File: config.mk
export PLATFORM = sky130hd
export DESIGN_NAME = fetch_top
export DESIGN_NICKNAME = d
export VERILOG_FILES = /design/src/common/fetch_pkg.sv /design/src/common/rv_isa_pkg.sv /design/src/rtl/fetch_top.sv /design/src/fetch_buffer/fetch_buffer.sv /design/src/rtl/branch_predecode.sv /design/src/rtl/pc_gen.sv /design/src/rtl/fetch_ctrl.sv
export VERILOG_INCLUDE_DIRS = /design/src /design/src/common
export SDC_FILE = /design/constraint.sdc
export NUM_CORES = 1
export LEC_CHECK = 0
export BUFFER_PORTS_ARGS = -buffer_cell sky130_fd_sc_hd__buf_2
export CORE_MARGIN = 1.5
export CORE_UTILIZATION = 45
export DETAILED_ROUTE_END_ITERATION = 8
export PLACE_DENSITY = 0.72
export SYNTH_ARGS = -nofsm -noshare
export SYNTH_HDL_FRONTEND = slang
export SYNTH_SLANG_ARGS = --single-unit
File: constraint.sdc
create_clock -name i_clk -period 11.5 [get_ports i_clk]
set_input_delay 0 -clock i_clk [delete_from_list [all_inputs] [get_ports i_clk]]
set_output_delay 0 -clock i_clk [all_outputs]
set_load 0.01 [all_outputs]
File: src/common/fetch_macros.svh
`ifndef FETCH_MACROS_SVH
`define FETCH_MACROS_SVH

// --------------------------------------------------
// fetch front end sizing
// --------------------------------------------------

// word, address and instruction width of the core
`define XLEN 32

// first address fetched once reset is released
`define FETCH_RESET_ADDR 32'h0000_0100

// buffer between fetch and decode holds 2**bits entries
`define FETCH_BUF_DEPTH_BITS 2

`endif
File: src/common/fetch_pkg.sv
package fetch_pkg;

`include "fetch_macros.svh"

    // --------------------------------------------------
    // next pc selection, fetch_ctrl -> pc_gen
    // --------------------------------------------------
    typedef enum logic [1:0] {
        SRC_HOLD  = 2'd0,  // keep the current fetch address
        SRC_SEQ   = 2'd1,  // pc + 4, or a parked redirect target
        SRC_PRED  = 2'd2,  // predicted taken target
        SRC_REDIR = 2'd3   // park the redirect target from execute
    } fetch_src_e;

    // one buffer entry is {pc, instruction, predicted taken}
    localparam int FETCH_ENTRY_W = 2 * `XLEN + 1;

endpackage

File: src/common/rv_isa_pkg.sv
package rv_isa_pkg;

    // --------------------------------------------------
    // major opcodes seen by the predecoder
    // --------------------------------------------------
    localparam logic [6:0] OPC_BRANCH = 7'b1100011;  // beq/bne/blt/bge/bltu/bgeu
    localparam logic [6:0] OPC_JAL    = 7'b1101111;  // unconditional pc-relative jump

    // conditional branch layout, imm[12|10:5] rs2 rs1 f3 imm[4:1|11] opc
    typedef struct packed {
        logic       imm12;     // sign bit of the offset
        logic [5:0] imm10_5;
        logic [4:0] rs2;
        logic [4:0] rs1;
        logic [2:0] funct3;
        logic [3:0] imm4_1;
        logic       imm11;
        logic [6:0] opcode;
    } rv_btype_t;

    // jump layout, imm[20|10:1|11|19:12] rd opc
    typedef struct packed {
        logic       imm20;     // sign bit of the offset
        logic [9:0] imm10_1;
        logic       imm11;
        logic [7:0] imm19_12;
        logic [4:0] rd;
        logic [6:0] opcode;
    } rv_jtype_t;

    // one fetched word, read either as branch or as jump
    // the opcode field sits in the same bits in both views
    typedef union packed {
        logic [31:0] raw;
        rv_btype_t   b;
        rv_jtype_t   j;
    } rv_instr_u;

endpackage

File: src/rtl/fetch_top.sv
`timescale 1ns/1ps
`include "fetch_macros.svh"

module fetch_top import fetch_pkg::*;
(
    input  logic             i_clk,
    input  logic             i_arst_n,
    // wishbone classic, read only
    input  logic [`XLEN-1:0] i_wb_dat,
    input  logic             i_wb_ack,
    output logic             o_wb_cyc,
    output logic             o_wb_stb,
    output logic [`XLEN-1:0] o_wb_adr,
    // decode and execute
    input  logic             i_stall,
    input  logic             i_redirect,
    input  logic [`XLEN-1:0] i_redirect_pc,
    output logic             o_valid,
    output logic [`XLEN-1:0] o_instr,
    output logic [`XLEN-1:0] o_pc,
    output logic             o_branch_pred
);

    logic [`XLEN-1:0]         fetch_pc;
    logic [`XLEN-1:0]         pred_target;
    logic                     pred_taken;
    fetch_src_e               src;
    logic                     push;
    logic                     pop;
    logic                     buf_clear;
    logic                     buf_full;
    logic                     buf_empty;
    logic [FETCH_ENTRY_W-1:0] push_data;
    logic [FETCH_ENTRY_W-1:0] head_data;
    logic                     head_pred;

    // --------------------------------------------------
    // entry packing and decode handshake
    // --------------------------------------------------
    assign push_data = {fetch_pc, i_wb_dat, pred_taken};
    assign {o_pc, o_instr, head_pred} = head_data;
    assign o_valid       = ~buf_empty;
    assign o_branch_pred = head_pred & ~buf_empty;   // ram content is x after reset
    assign pop           = ~buf_empty & ~i_stall;    // decode takes the head
    assign o_wb_adr      = fetch_pc;

    fetch_ctrl u_fetch_ctrl
    (
        .i_clk        (i_clk),
        .i_arst_n     (i_arst_n),
        .i_wb_ack     (i_wb_ack),
        .i_buf_full   (buf_full),
        .i_redirect   (i_redirect),
        .i_pred_taken (pred_taken),
        .o_wb_cyc     (o_wb_cyc),
        .o_wb_stb     (o_wb_stb),
        .o_src        (src),
        .o_push       (push),
        .o_buf_clear  (buf_clear)
    );

    pc_gen u_pc_gen
    (
        .i_clk         (i_clk),
        .i_arst_n      (i_arst_n),
        .i_src         (src),
        .i_redirect_pc (i_redirect_pc),
        .i_pred_target (pred_target),
        .o_pc          (fetch_pc)
    );

    branch_predecode u_branch_predecode
    (
        .i_instr       (i_wb_dat),
        .i_pc          (fetch_pc),
        .o_pred_taken  (pred_taken),
        .o_pred_target (pred_target)
    );

    fetch_buffer
    #(
        .DEPTH_BITS (`FETCH_BUF_DEPTH_BITS)
    )
    u_fetch_buffer
    (
        .i_clk    (i_clk),
        .i_arst_n (i_arst_n),
        .i_clear  (buf_clear),
        .i_push   (push),
        .i_data   (push_data),
        .i_pop    (pop),
        .o_data   (head_data),
        .o_empty  (buf_empty),
        .o_full   (buf_full)
    );

endmodule

File: src/fetch_buffer/fetch_buffer.sv
`timescale 1ns/1ps

module fetch_buffer import fetch_pkg::*;
#(
    parameter int DEPTH_BITS = 2
)
(
    input  logic                     i_clk,
    input  logic                     i_arst_n,
    input  logic                     i_clear,
    input  logic                     i_push,
    input  logic [FETCH_ENTRY_W-1:0] i_data,
    input  logic                     i_pop,
    output logic [FETCH_ENTRY_W-1:0] o_data,
    output logic                     o_empty,
    output logic                     o_full    // full after this edge
);

    logic [FETCH_ENTRY_W-1:0] mem [2**DEPTH_BITS];   // entry ram, no reset

    // msb is the wrap bit, equal lows with different msb means full
    logic [DEPTH_BITS:0] wr_ptr;
    logic [DEPTH_BITS:0] rd_ptr;
    logic [DEPTH_BITS:0] wr_nxt;
    logic [DEPTH_BITS:0] rd_nxt;

    // --------------------------------------------------
    // pointer next state, clear wins over push and pop
    // --------------------------------------------------
    assign wr_nxt = i_clear ? '0 : wr_ptr + {{DEPTH_BITS{1'b0}}, i_push};
    assign rd_nxt = i_clear ? '0 : rd_ptr + {{DEPTH_BITS{1'b0}}, i_pop};

    // looks one edge ahead so a new request always has a free slot
    assign o_full = (wr_nxt[DEPTH_BITS] != rd_nxt[DEPTH_BITS]) &&
                    (wr_nxt[DEPTH_BITS-1:0] == rd_nxt[DEPTH_BITS-1:0]);

    assign o_empty = (wr_ptr == rd_ptr);
    assign o_data  = mem[rd_ptr[DEPTH_BITS-1:0]];   // head, valid when not empty

    always_ff @(posedge i_clk or negedge i_arst_n)
    begin
        if (!i_arst_n)
        begin
            wr_ptr <= '0;
            rd_ptr <= '0;
        end
        else
        begin
            wr_ptr <= wr_nxt;
            rd_ptr <= rd_nxt;
        end
    end

    // push into a full buffer is fine when the head leaves at the same edge
    always_ff @(posedge i_clk)
    begin
        if (i_push && !i_clear)
            mem[wr_ptr[DEPTH_BITS-1:0]] <= i_data;
    end

endmodule

File: src/rtl/branch_predecode.sv
`timescale 1ns/1ps
`include "fetch_macros.svh"

module branch_predecode import rv_isa_pkg::*;
(
    input  logic [`XLEN-1:0] i_instr,        // word on the bus this cycle
    input  logic [`XLEN-1:0] i_pc,           // address it was fetched from
    output logic             o_pred_taken,
    output logic [`XLEN-1:0] o_pred_target
);

    rv_instr_u        instr;
    logic [`XLEN-1:0] imm_b;   // sign extended branch offset
    logic [`XLEN-1:0] imm_j;   // sign extended jump offset

    assign instr = i_instr;

    // --------------------------------------------------
    // immediates, bit 0 is always zero
    // --------------------------------------------------
    assign imm_b = {{(`XLEN-13){instr.b.imm12}}, instr.b.imm12, instr.b.imm11,
                    instr.b.imm10_5, instr.b.imm4_1, 1'b0};
    assign imm_j = {{(`XLEN-21){instr.j.imm20}}, instr.j.imm20, instr.j.imm19_12,
                    instr.j.imm11, instr.j.imm10_1, 1'b0};

    // --------------------------------------------------
    // static rule, jumps and backward branches taken
    // --------------------------------------------------
    always_comb
    begin
        o_pred_taken  = 1'b0;
        o_pred_target = i_pc + imm_j;   // only meaningful when taken
        case (instr.b.opcode)
            OPC_JAL:
            begin
                o_pred_taken  = 1'b1;
                o_pred_target = i_pc + imm_j;
            end
            OPC_BRANCH:
            begin
                o_pred_taken  = instr.b.imm12;   // negative offset means a loop
                o_pred_target = i_pc + imm_b;
            end
            default:
            begin
                o_pred_taken = 1'b0;   // jalr and the rest fall through
            end
        endcase
    end

endmodule

File: src/rtl/pc_gen.sv
`timescale 1ns/1ps
`include "fetch_macros.svh"

module pc_gen import fetch_pkg::*;
(
    input  logic             i_clk,
    input  logic             i_arst_n,
    input  fetch_src_e       i_src,
    input  logic [`XLEN-1:0] i_redirect_pc,
    input  logic [`XLEN-1:0] i_pred_target,
    output logic [`XLEN-1:0] o_pc
);

    logic [`XLEN-1:0] pc_q;          // address of the current or next request
    logic [`XLEN-1:0] pc_d;
    logic [`XLEN-1:0] pc_seq;
    logic [`XLEN-1:0] redir_q;       // target kept until the bus is free
    logic             redir_pend_q;

    assign pc_seq = pc_q + `XLEN'(4);

    // a parked redirect replaces whatever fetch would do next
    always_comb
    begin
        case (i_src)
            SRC_SEQ:  pc_d = redir_pend_q ? redir_q : pc_seq;
            SRC_PRED: pc_d = redir_pend_q ? redir_q : i_pred_target;
            default:  pc_d = pc_q;   // hold, adr must not move mid cycle
        endcase
    end

    always_ff @(posedge i_clk)
    begin
        if (i_src == SRC_REDIR)
            redir_q <= i_redirect_pc;
    end

    always_ff @(posedge i_clk or negedge i_arst_n)
    begin
        if (!i_arst_n)
        begin
            pc_q         <= `FETCH_RESET_ADDR;
            redir_pend_q <= 1'b0;
        end
        else
        begin
            pc_q <= pc_d;
            if (i_src == SRC_REDIR)
                redir_pend_q <= 1'b1;
            else if (i_src != SRC_HOLD)
                redir_pend_q <= 1'b0;   // consumed by the load above
        end
    end

    assign o_pc = pc_q;

endmodule

File: src/rtl/fetch_ctrl.sv
`timescale 1ns/1ps

module fetch_ctrl import fetch_pkg::*;
(
    input  logic       i_clk,
    input  logic       i_arst_n,
    input  logic       i_wb_ack,
    input  logic       i_buf_full,    // buffer full as of the next edge
    input  logic       i_redirect,
    input  logic       i_pred_taken,
    output logic       o_wb_cyc,
    output logic       o_wb_stb,
    output fetch_src_e o_src,
    output logic       o_push,
    output logic       o_buf_clear
);

    logic busy_q;      // a wishbone read is outstanding
    logic busy_d;
    logic discard_q;   // redirect seen, target parked in pc_gen
    logic discard_d;
    logic ack_seen;

    assign ack_seen = busy_q & i_wb_ack;

    // --------------------------------------------------
    // buffer side
    // --------------------------------------------------
    // stale data from before a redirect never reaches decode
    assign o_push      = ack_seen & ~discard_q & ~i_redirect;
    assign o_buf_clear = i_redirect;      // flush queued words at once

    // --------------------------------------------------
    // request sequencing and next pc source
    // --------------------------------------------------
    always_comb
    begin
        busy_d    = busy_q;
        discard_d = discard_q;
        o_src     = SRC_HOLD;                 // adr stays put by default
        if (i_redirect)
        begin
            o_src     = SRC_REDIR;            // pc_gen parks the target
            discard_d = 1'b1;
            if (ack_seen)
                busy_d = 1'b0;                // word dropped, restart from idle
        end
        else if (ack_seen)
        begin
            // parked target wins inside pc_gen when discard is set
            o_src     = (i_pred_taken & ~discard_q) ? SRC_PRED : SRC_SEQ;
            discard_d = 1'b0;
            busy_d    = ~i_buf_full;          // back to back if a slot is left
        end
        else if (!busy_q && !i_buf_full)
        begin
            busy_d    = 1'b1;                 // start from idle
            discard_d = 1'b0;
            if (discard_q)
                o_src = SRC_SEQ;              // load the parked redirect pc
        end
    end

    always_ff @(posedge i_clk or negedge i_arst_n)
    begin
        if (!i_arst_n)
        begin
            busy_q    <= 1'b0;
            discard_q <= 1'b0;
        end
        else
        begin
            busy_q    <= busy_d;
            discard_q <= discard_d;
        end
    end

    // classic cycle, one beat per cycle so stb follows cyc
    assign o_wb_cyc = busy_q;
    assign o_wb_stb = busy_q;

endmodule

# Word-level counts from Yosys, hierarchy flattened
# Memories as Yosys holds them, arrays and structs flattened.
# Cells that the tools add are included.
# Widths: inputs -> output; s select.
word_totals:
  output_inout_bits: 100
  input_bits: 69
  n_memories: 1
  elab_cells: 68
  mem_bits_rw: 260
  register_bits: 73
classes:
  n_eq_ne: 9
  reduce_logical: 12
  n_addsub: 5
  n_mux: 23
  bitwise: 11
memory_table:
  columns: ["memory", "depth", "width", "read_ports", "rd_clocked_by_memory_dff", "wr", "line_no", "rtl"]
  rows:
  - ["u_fetch_buffer.mem", 4, 65, 1, 0, 1, "fetch_buffer.sv:19", "logic [FETCH_ENTRY_W-1:0] mem [2**DEPTH_BITS];"]
op_table:
  columns: ["cell", "n"]
  rows:
  - ["$mux 32", 3]
  - ["$add 32x32->32", 2]
  - ["$pmux 32 s2", 1]
  - ["$add 32x3->32 const B", 1]
  - ["$eq 7x7->1 const B", 2]
  - ["$mux 1", 12]
  - ["$mux 2", 4]
  - ["$reduce_bool 2->1", 4]
  - ["$add 3x1->3", 2]
  - ["$and 1x1->1", 6]
  - ["$mux 3", 2]
  - ["$not 1->1", 5]
  - ["$eq 2x2->1 const B", 2]
  - ["$eq 3x3->1", 1]
  - ["$logic_and 1x1->1", 3]
  - ["$logic_not 1->1", 3]
  - ["$reduce_bool 3->1", 1]
  - ["$eq 2x1->1 const B", 1]
  - ["$eq 2x2->1", 1]
  - ["$ne 2x1->1 const B", 1]
  - ["$pmux 1 s2", 1]
  - ["$reduce_and 2->1", 1]
  - ["$ne 1x1->1", 1]

# Logic depth before layout (Yosys ltp)
logic_depth:
  ltp_word: 15
  ltp_mapped: 22
  depth_no_buf: 19

# By module
# A second synthesis with hierarchy kept.
unflattened:
  cells_unflattened: 976
  area_unflattened_um2: 15145.8
modules_own_cells:
  columns: ["module", "instances", "cells_per_inst", "area_each_um2", "seq_area_each_um2"]
  rows:
  - ["fetch_buffer", 1, 371, 9723.1, 7957.6]
  - ["pc_gen", 1, 332, 3430.8, 1788.0]
  - ["branch_predecode", 1, 255, 1829.3, 0.0]
  - ["fetch_ctrl", 1, 15, 148.9, 50.0]
  - ["fetch_top", 1, 3, 13.8, 0.0]

# Least setup slack after synthesis
# OpenSTA, ideal clock, no wires.
synth_path:
  path_type: "reg2reg"
  start: "register u_fetch_ctrl.busy_q, in the netlist u_fetch_ctrl.o_wb_cyc"
  end: "memory u_fetch_buffer.mem[0][0] in the netlist's numbering, enable pin"
  t_required_ns: 10.919
  setup_ns: 0.581
  setup_slack_ns: 5.298
  arrival_time_ns: 5.621
  synth_period_minus_slack_ns: 6.202
  n_path_buf: 0
  path_stages_with_launch: 4
  cell_sequence: "dfrtp_1 nand2_1 nor3_1 nor3b_1"
synth_between:
  elab_chain_cells: 6
synth_rtl:
  columns: ["item", "line_no", "rtl"]
  rows:
  - ["start: declaration", "fetch_ctrl.sv:18", "logic busy_q;"]
  - ["start signal: assignment", "fetch_ctrl.sv:73", "busy_q <= busy_d;"]
  - ["$and 1x1->1", "fetch_ctrl.sv:24", "assign ack_seen = busy_q & i_wb_ack;"]
  - ["$and 1x1->1 (2 in a row)", "fetch_ctrl.sv:30", "assign o_push = ack_seen & ~discard_q & ~i_redirect;"]
  - ["$logic_and 1x1->1", "fetch_buffer.sv:57", "if (i_push && !i_clear)"]
  - ["$mux 1", "fetch_buffer.sv:57", null]
  - ["$mux 1 (not written as such)", "fetch_buffer.sv:58", "mem[wr_ptr[DEPTH_BITS-1:0]] <= i_data;"]
  - ["end: declaration", "fetch_buffer.sv:19", null]
# Every way passes these cells.

# Worst setup path after layout
layout_path:
  start: "register u_fetch_buffer.rd_ptr[0]"
  end: "register u_pc_gen.pc_q[29], in the netlist u_pc_gen.o_pc[29]"
layout_between:
  elab_chain_cells: 14
  elab_cells_between_ends: 17
  cone_classes: "1 x add/sub; 5 x eq/ne; 5 x mux; 2 x bitwise; 4 x reduce/logical"
layout_rtl:
  columns: ["item", "line_no", "rtl"]
  rows:
  - ["start: declaration", "fetch_buffer.sv:23", "logic [DEPTH_BITS:0] rd_ptr;"]
  - ["start signal: assignment", "fetch_buffer.sv:50", "rd_ptr <= rd_nxt;"]
  - ["$eq 3x3->1", "fetch_buffer.sv:37", "assign o_empty = (wr_ptr == rd_ptr);"]
  - ["$not 1->1", "fetch_top.sv:44", "assign pop = ~buf_empty & ~i_stall;"]
  - ["$and 1x1->1", "fetch_top.sv:44", null]
  - ["$add 3x1->3 *", "fetch_buffer.sv:31", "assign rd_nxt = i_clear ? '0 : rd_ptr + {{DEPTH_BITS{1'b0}}, i_pop};"]
  - ["$mux 3 *", "fetch_buffer.sv:31", null]
  - ["$eq 2x2->1 / $ne 1x1->1 (equally long branches)", "fetch_buffer.sv:35, fetch_buffer.sv:34", null]
  - ["$logic_and 1x1->1 *", "fetch_buffer.sv:34", "assign o_full = (wr_nxt[DEPTH_BITS] != rd_nxt[DEPTH_BITS]) &&"]
  - ["$logic_not 1->1 *", "fetch_ctrl.sv:55", "else if (!busy_q && !i_buf_full)"]
  - ["$logic_and 1x1->1 *", "fetch_ctrl.sv:55", null]
  - ["$mux 2 *", "fetch_ctrl.sv:55", null]
  - ["$mux 2 *", "fetch_ctrl.sv:48", "else if (ack_seen)"]
  - ["$mux 2 *", "fetch_ctrl.sv:41", "if (i_redirect)"]
  - ["$eq 2x2->1 / $eq 2x1->1 (equally long branches)", "pc_gen.sv:25", "case (i_src)"]
  - ["$pmux 32 s2 / $reduce_bool 2->1 (equally long branches)", null, null]
  - ["end signal: assignment", "pc_gen.sv:42", "pc_q <= `FETCH_RESET_ADDR;"]
  - ["end signal: assignment", "pc_gen.sv:47", "pc_q <= pc_d;"]
  - ["end: declaration", "pc_gen.sv:14", "logic [`XLEN-1:0] pc_q;"]
# Mark *: on every way between the ends. The rest lies on a longest branch, timed or not.
# A chain may end at the register's enable or synchronous reset.

==> flow_summary.rst <==
.. list-table::
   :header-rows: 1

   * - Metric
     - Value
   * - Number of DRC markers after the initial detailed-route iteration
     - 969
   * - Post-synthesis average cell area
     - 15.2 um2
   * - Number of buffers created by CTS
     - 35
   * - Slew at the pin closest to its max-slew limit
     - 1.07 ns
   * - Leading cell type in the layout, fill and taps excluded
     - sky130_fd_sc_hd__edfxtp_1
   * - Endpoint class of the critical path
     - register
   * - Number of pins with negative max-slew slack in the final report
     - 0
   * - Final-stage net count
     - 1340
   * - Overall die area
     - 34600 um2
   * - Cell chain of the critical path
     - xor2_1 > nor3_1 > nor2_1 > ha_1 > ha_1 > xor2_1 > or4_1 > nand2_1 > nor2_1 > nor3_1 > ha_1 > inv_1 > nor2_1 > nand2_1 > nor4_1 > o21ai_0 > o41a_1 > o211ai_1
   * - Remaining routing DRC violations
     - 0
   * - Peak Freq
     - 171 MHz
   * - CP required
     - 11.93 ns
   * - Count of buffers inserted at the top-level ports
     - 168
   * - Std cell rows
     - 66
   * - Number of H-tree levels
     - 2
   * - Maximum number of pins on one net before global-route repair
     - 67
   * - Critical Path Slowest Stage Cell
     - sky130_fd_sc_hd__ha_1
   * - Register-to-register setup slack
     - 5.67 ns
   * - Tightest Hold Check Type
     - in -> reg
   * - Post-synth top flop
     - sky130_fd_sc_hd__edfxtp_1
   * - Layout Area Growth over Synthesis
     - 20.7%
   * - Clock tree from TritonCTS
     - done
   * - Combinational share of power
     - 0.225
   * - Total non-filler cell area in the finished layout
     - 18200 um2
   * - Clock Skews
     - 0.0197 ns
   * - Most used cells in the layout excluding fill and tap cells
     - 292 x sky130_fd_sc_hd__edfxtp_1, 168 x sky130_fd_sc_hd__buf_2, 67 x sky130_fd_sc_hd__dlygate4sd3_1
   * - Least setup slack across all paths after layout
     - 5.67 ns
   * - Post-CTS resize count
     - 0
   * - Critical Path Max Stage Delay
     - 0.82 ns
   * - Total placed instance area
     - 16400 um2
   * - Number of enable-type register cells in the synthesized netlist
     - 292
   * - Switching power of the nets
     - 1080 uW
   * - Setup Viol. Count Final
     - 0
   * - Overall Global Routing Usage
     - 0.212
   * - Number of flip-flops and latches in the synthesized netlist
     - 333
   * - Antenna violations before repair
     - 0
   * - Category of the worst setup path launch point
     - register
   * - Via-to-Cell Ratio
     - 5.69
   * - Routed length per placed instance
     - 21.4 um
   * - ANT cells
     - 0
   * - Maxcap violations
     - 0
   * - Post CTS Setup Buffer Count
     - 0
   * - Core Region
     - 32700 um2
   * - Effective utilization at floorplan
     - 0.460
   * - Number of buffers on the longest clock path
     - 3
   * - Post-detailed-placement half-perimeter wirelength
     - 23500 um
   * - IO Count
     - 169
   * - Arrival time of the worst setup path
     - 6.26 ns
   * - First-pass GRT wire length
     - 55200 um
   * - Final cycle utilization of the critical path
     - 0.507
   * - Number of failing hold endpoints at the final stage
     - 0
   * - Vias post-DR
     - 9668
   * - Post-synth ARST share
     - 0.123
   * - Pwr/cell area
     - 191 nW/um2
   * - Portion of the post-synthesis area used by sequential elements
     - 0.651
   * - Power share of the clock group
     - 0.317
   * - Post-synthesis net count
     - 1103
   * - Cell internal power dissipation
     - 2390 uW
   * - Pwr Total
     - 3470 uW
   * - Worst path top cell family by delay
     - simple AND/OR/NAND/NOR gates
   * - Final critical-path required period
     - 5.83 ns
   * - Placer congestion estimate
     - 0.905
   * - TritonCTS sink count
     - 333
   * - Setup repair after global routing missed its margin
     - false
   * - Clk Latency, worst-skew pair
     - 0.52 ns
   * - Cell area after synthesis
     - 15100 um2
   * - Sequential group share of total power
     - 0.458
   * - Destination of the worst register-to-register timing path
     - u_pc_gen.o_pc[29]
   * - Fraction of final layout cells with drive strength greater than 1
     - 0.256
   * - Max VDD drop
     - 0.0875 mV
   * - Clock transition at the registers of the reported paths
     - 0.06 ns
   * - Fraction of power spent switching nets
     - 0.311
   * - CP max FO
     - 26
   * - Worst setup slack after placement
     - 5.75 ns
   * - Horizontal extent of the die
     - 186 um
   * - Relative max-transition margin
     - 0.286
   * - Terminating pin of the worst hold path
     - u_fetch_buffer.rd_ptr[0]
   * - Cell leakage power
     - 0.00657 uW
   * - Detail Route Antenna Nets
     - 0
   * - Grt total ovfl
     - 0
   * - Vias in the first global route
     - 9508
   * - Router iterations before antenna repair
     - 5
   * - Final setup TNS
     - 0 ns
   * - Launch instance of the worst register-to-register path
     - u_fetch_buffer.rd_ptr[0]
   * - Buf+Inv Stages, Crit Path
     - 1
   * - Die Y
     - 186 um
   * - Cell depth of the worst hold path
     - 4
   * - Final WL
     - 36300 um
   * - Cells on worst reg2reg path
     - 18
   * - Yosys cell types
     - 74
   * - Filler cell count
     - 2639
   * - CTS root buf
     - sky130_fd_sc_hd__clkbuf_16
   * - Worst Hold Launch
     - i_stall
   * - Synth warn
     - 0
   * - Post-synthesis cell count
     - 992
   * - Category of the most critical setup path
     - reg -> reg
   * - Count of hold-fix buffers inserted at cts
     - 67
   * - Outcome
     - finished clean
==> synth_stat cells (11+ instances only) <==
cell | n | share of area
sky130_fd_sc_hd__dfrtp_1 | 40 | 0.067
sky130_fd_sc_hd__inv_1 | 26 | 0.0065
sky130_fd_sc_hd__a21o_1 | 15 | 0.0075
sky130_fd_sc_hd__nand2_1 | 55 | 0.014
sky130_fd_sc_hd__nor2b_1 | 11 | 0.0046
sky130_fd_sc_hd__xnor2_1 | 12 | 0.0070
sky130_fd_sc_hd__nor2_1 | 54 | 0.013
sky130_fd_sc_hd__buf_1 | 11 | 0.0027
sky130_fd_sc_hd__nand4_1 | 12 | 0.0050
sky130_fd_sc_hd__clkbuf_1 | 31 | 0.0077
sky130_fd_sc_hd__ha_1 | 41 | 0.034
sky130_fd_sc_hd__a21oi_1 | 48 | 0.016
sky130_fd_sc_hd__a211oi_1 | 11 | 0.0055
sky130_fd_sc_hd__o21ai_0 | 49 | 0.016
sky130_fd_sc_hd__edfxtp_1 | 292 | 0.58
sky130_fd_sc_hd__and3_1 | 11 | 0.0046
sky130_fd_sc_hd__nor3_1 | 18 | 0.0060
sky130_fd_sc_hd__mux4_2 | 65 | 0.097
sky130_fd_sc_hd__xor2_1 | 23 | 0.013
sky130_fd_sc_hd__nand3_1 | 18 | 0.0060
==> metrics by stage <==
step,hold slack (ns),instances,utilization
global placement,0.179,1567,0.501
detailed placement,0.178,1567,0.501
floorplan,-0.296,992,-
CTS,0.0521,1698,0.555
finish,0.0554,1698,0.555
global route,0.0835,1698,0.555
==> power by group through the flow <==
stage | Sequential [uW] | Clock [uW] | Combinational, uW
floorplan | 1560 | 0 | 504
global route | 1600 | 1170 | 859
CTS | 1590 | 1120 | 775
global placement | 1600 | 0 | 744
finish | 1590 | 1100 | 781
detailed placement | 1610 | 0 | 750
==> cell type report <==
type / count / area, um2 / area share
flip-flops and latches: 333 / 9800 / 0.540
multi-input cells: 589 / 5010 / 0.276
repair buffers: 244 / 1580 / 0.0870
clock buffers: 43 / 927 / 0.0511
well taps: 442 / 553 / 0.0305
clock inverters: 21 / 194 / 0.0107
inverters: 26 / 97.6 / 0.00537
==> tightest hold or removal path, cell delays in order <==
cell                      delay, ns
sky130_fd_sc_hd__buf_2         0.10
sky130_fd_sc_hd__nor2_1        0.10
sky130_fd_sc_hd__ha_1          0.15
sky130_fd_sc_hd__nor2b_1       0.15
==> worst max-delay path by stage <==
| stage | from | to | slack (ns) | depth (start not counted) |
|---|---|---|---|---|
| 6_report | u_fetch_buffer.rd_ptr[0] | u_pc_gen.o_pc[29] | 5.67 | 18 |
| 3_3_place_gp | u_fetch_buffer.rd_ptr[0] | u_pc_gen.o_pc[29] | 5.94 | 18 |
| 3_5_place_dp | u_fetch_buffer.rd_ptr[0] | u_pc_gen.o_pc[29] | 5.75 | 18 |
| 2_1_floorplan | u_fetch_ctrl.o_wb_cyc | u_fetch_buffer.mem[0][0] | 5.30 | 3 |
| 5_1_grt | u_fetch_buffer.rd_ptr[0] | u_pc_gen.o_pc[29] | 5.09 | 18 |
| 4_1_cts | u_fetch_buffer.rd_ptr[0] | u_pc_gen.o_pc[29] | 5.71 | 18 |
==> state kept, by name, indices dropped and copies added (netlist names) <==
register                count
u_fetch_buffer.mem        260
u_fetch_buffer.rd_ptr       3
u_pc_gen.redir_pend_q       1
u_fetch_ctrl.o_wb_cyc       1
u_pc_gen.o_pc              32
u_fetch_buffer.wr_ptr       3
u_pc_gen.redir_q           32
u_fetch_ctrl.discard_q      1
==> metal layers <==
layer | vias up | part of all wire | track usage | wire [um]
li1 | 4437 | - | - | -
met1 | 4771 | 0.44 | 0.301 | 15900
met2 | 419 | 0.47 | 0.339 | 17100
met3 | 41 | 0.077 | 0.0411 | 2780
met4 | 0 | 0.015 | 0.0474 | 534
met5 | - | 0 | 0 | 0
==> kinds of logic (layout without fill, tap and decap cells) <==
family | count (synthesis) | after routing | share of synthesized area
AO/OA/AOI/OAI | 211 | 211 | 0.0933
XOR/XNOR | 35 | 35 | 0.0204
multiplexers | 83 | 83 | 0.110
buffers and inverters | 70 | 334 | 0.0178
adder cells (fa/ha/maj) | 42 | 42 | 0.0354
flip-flops | 333 | 333 | 0.651
AND/OR/NAND/NOR | 218 | 218 | 0.0720
Note: power is estimated with default switching activity, not from simulation.
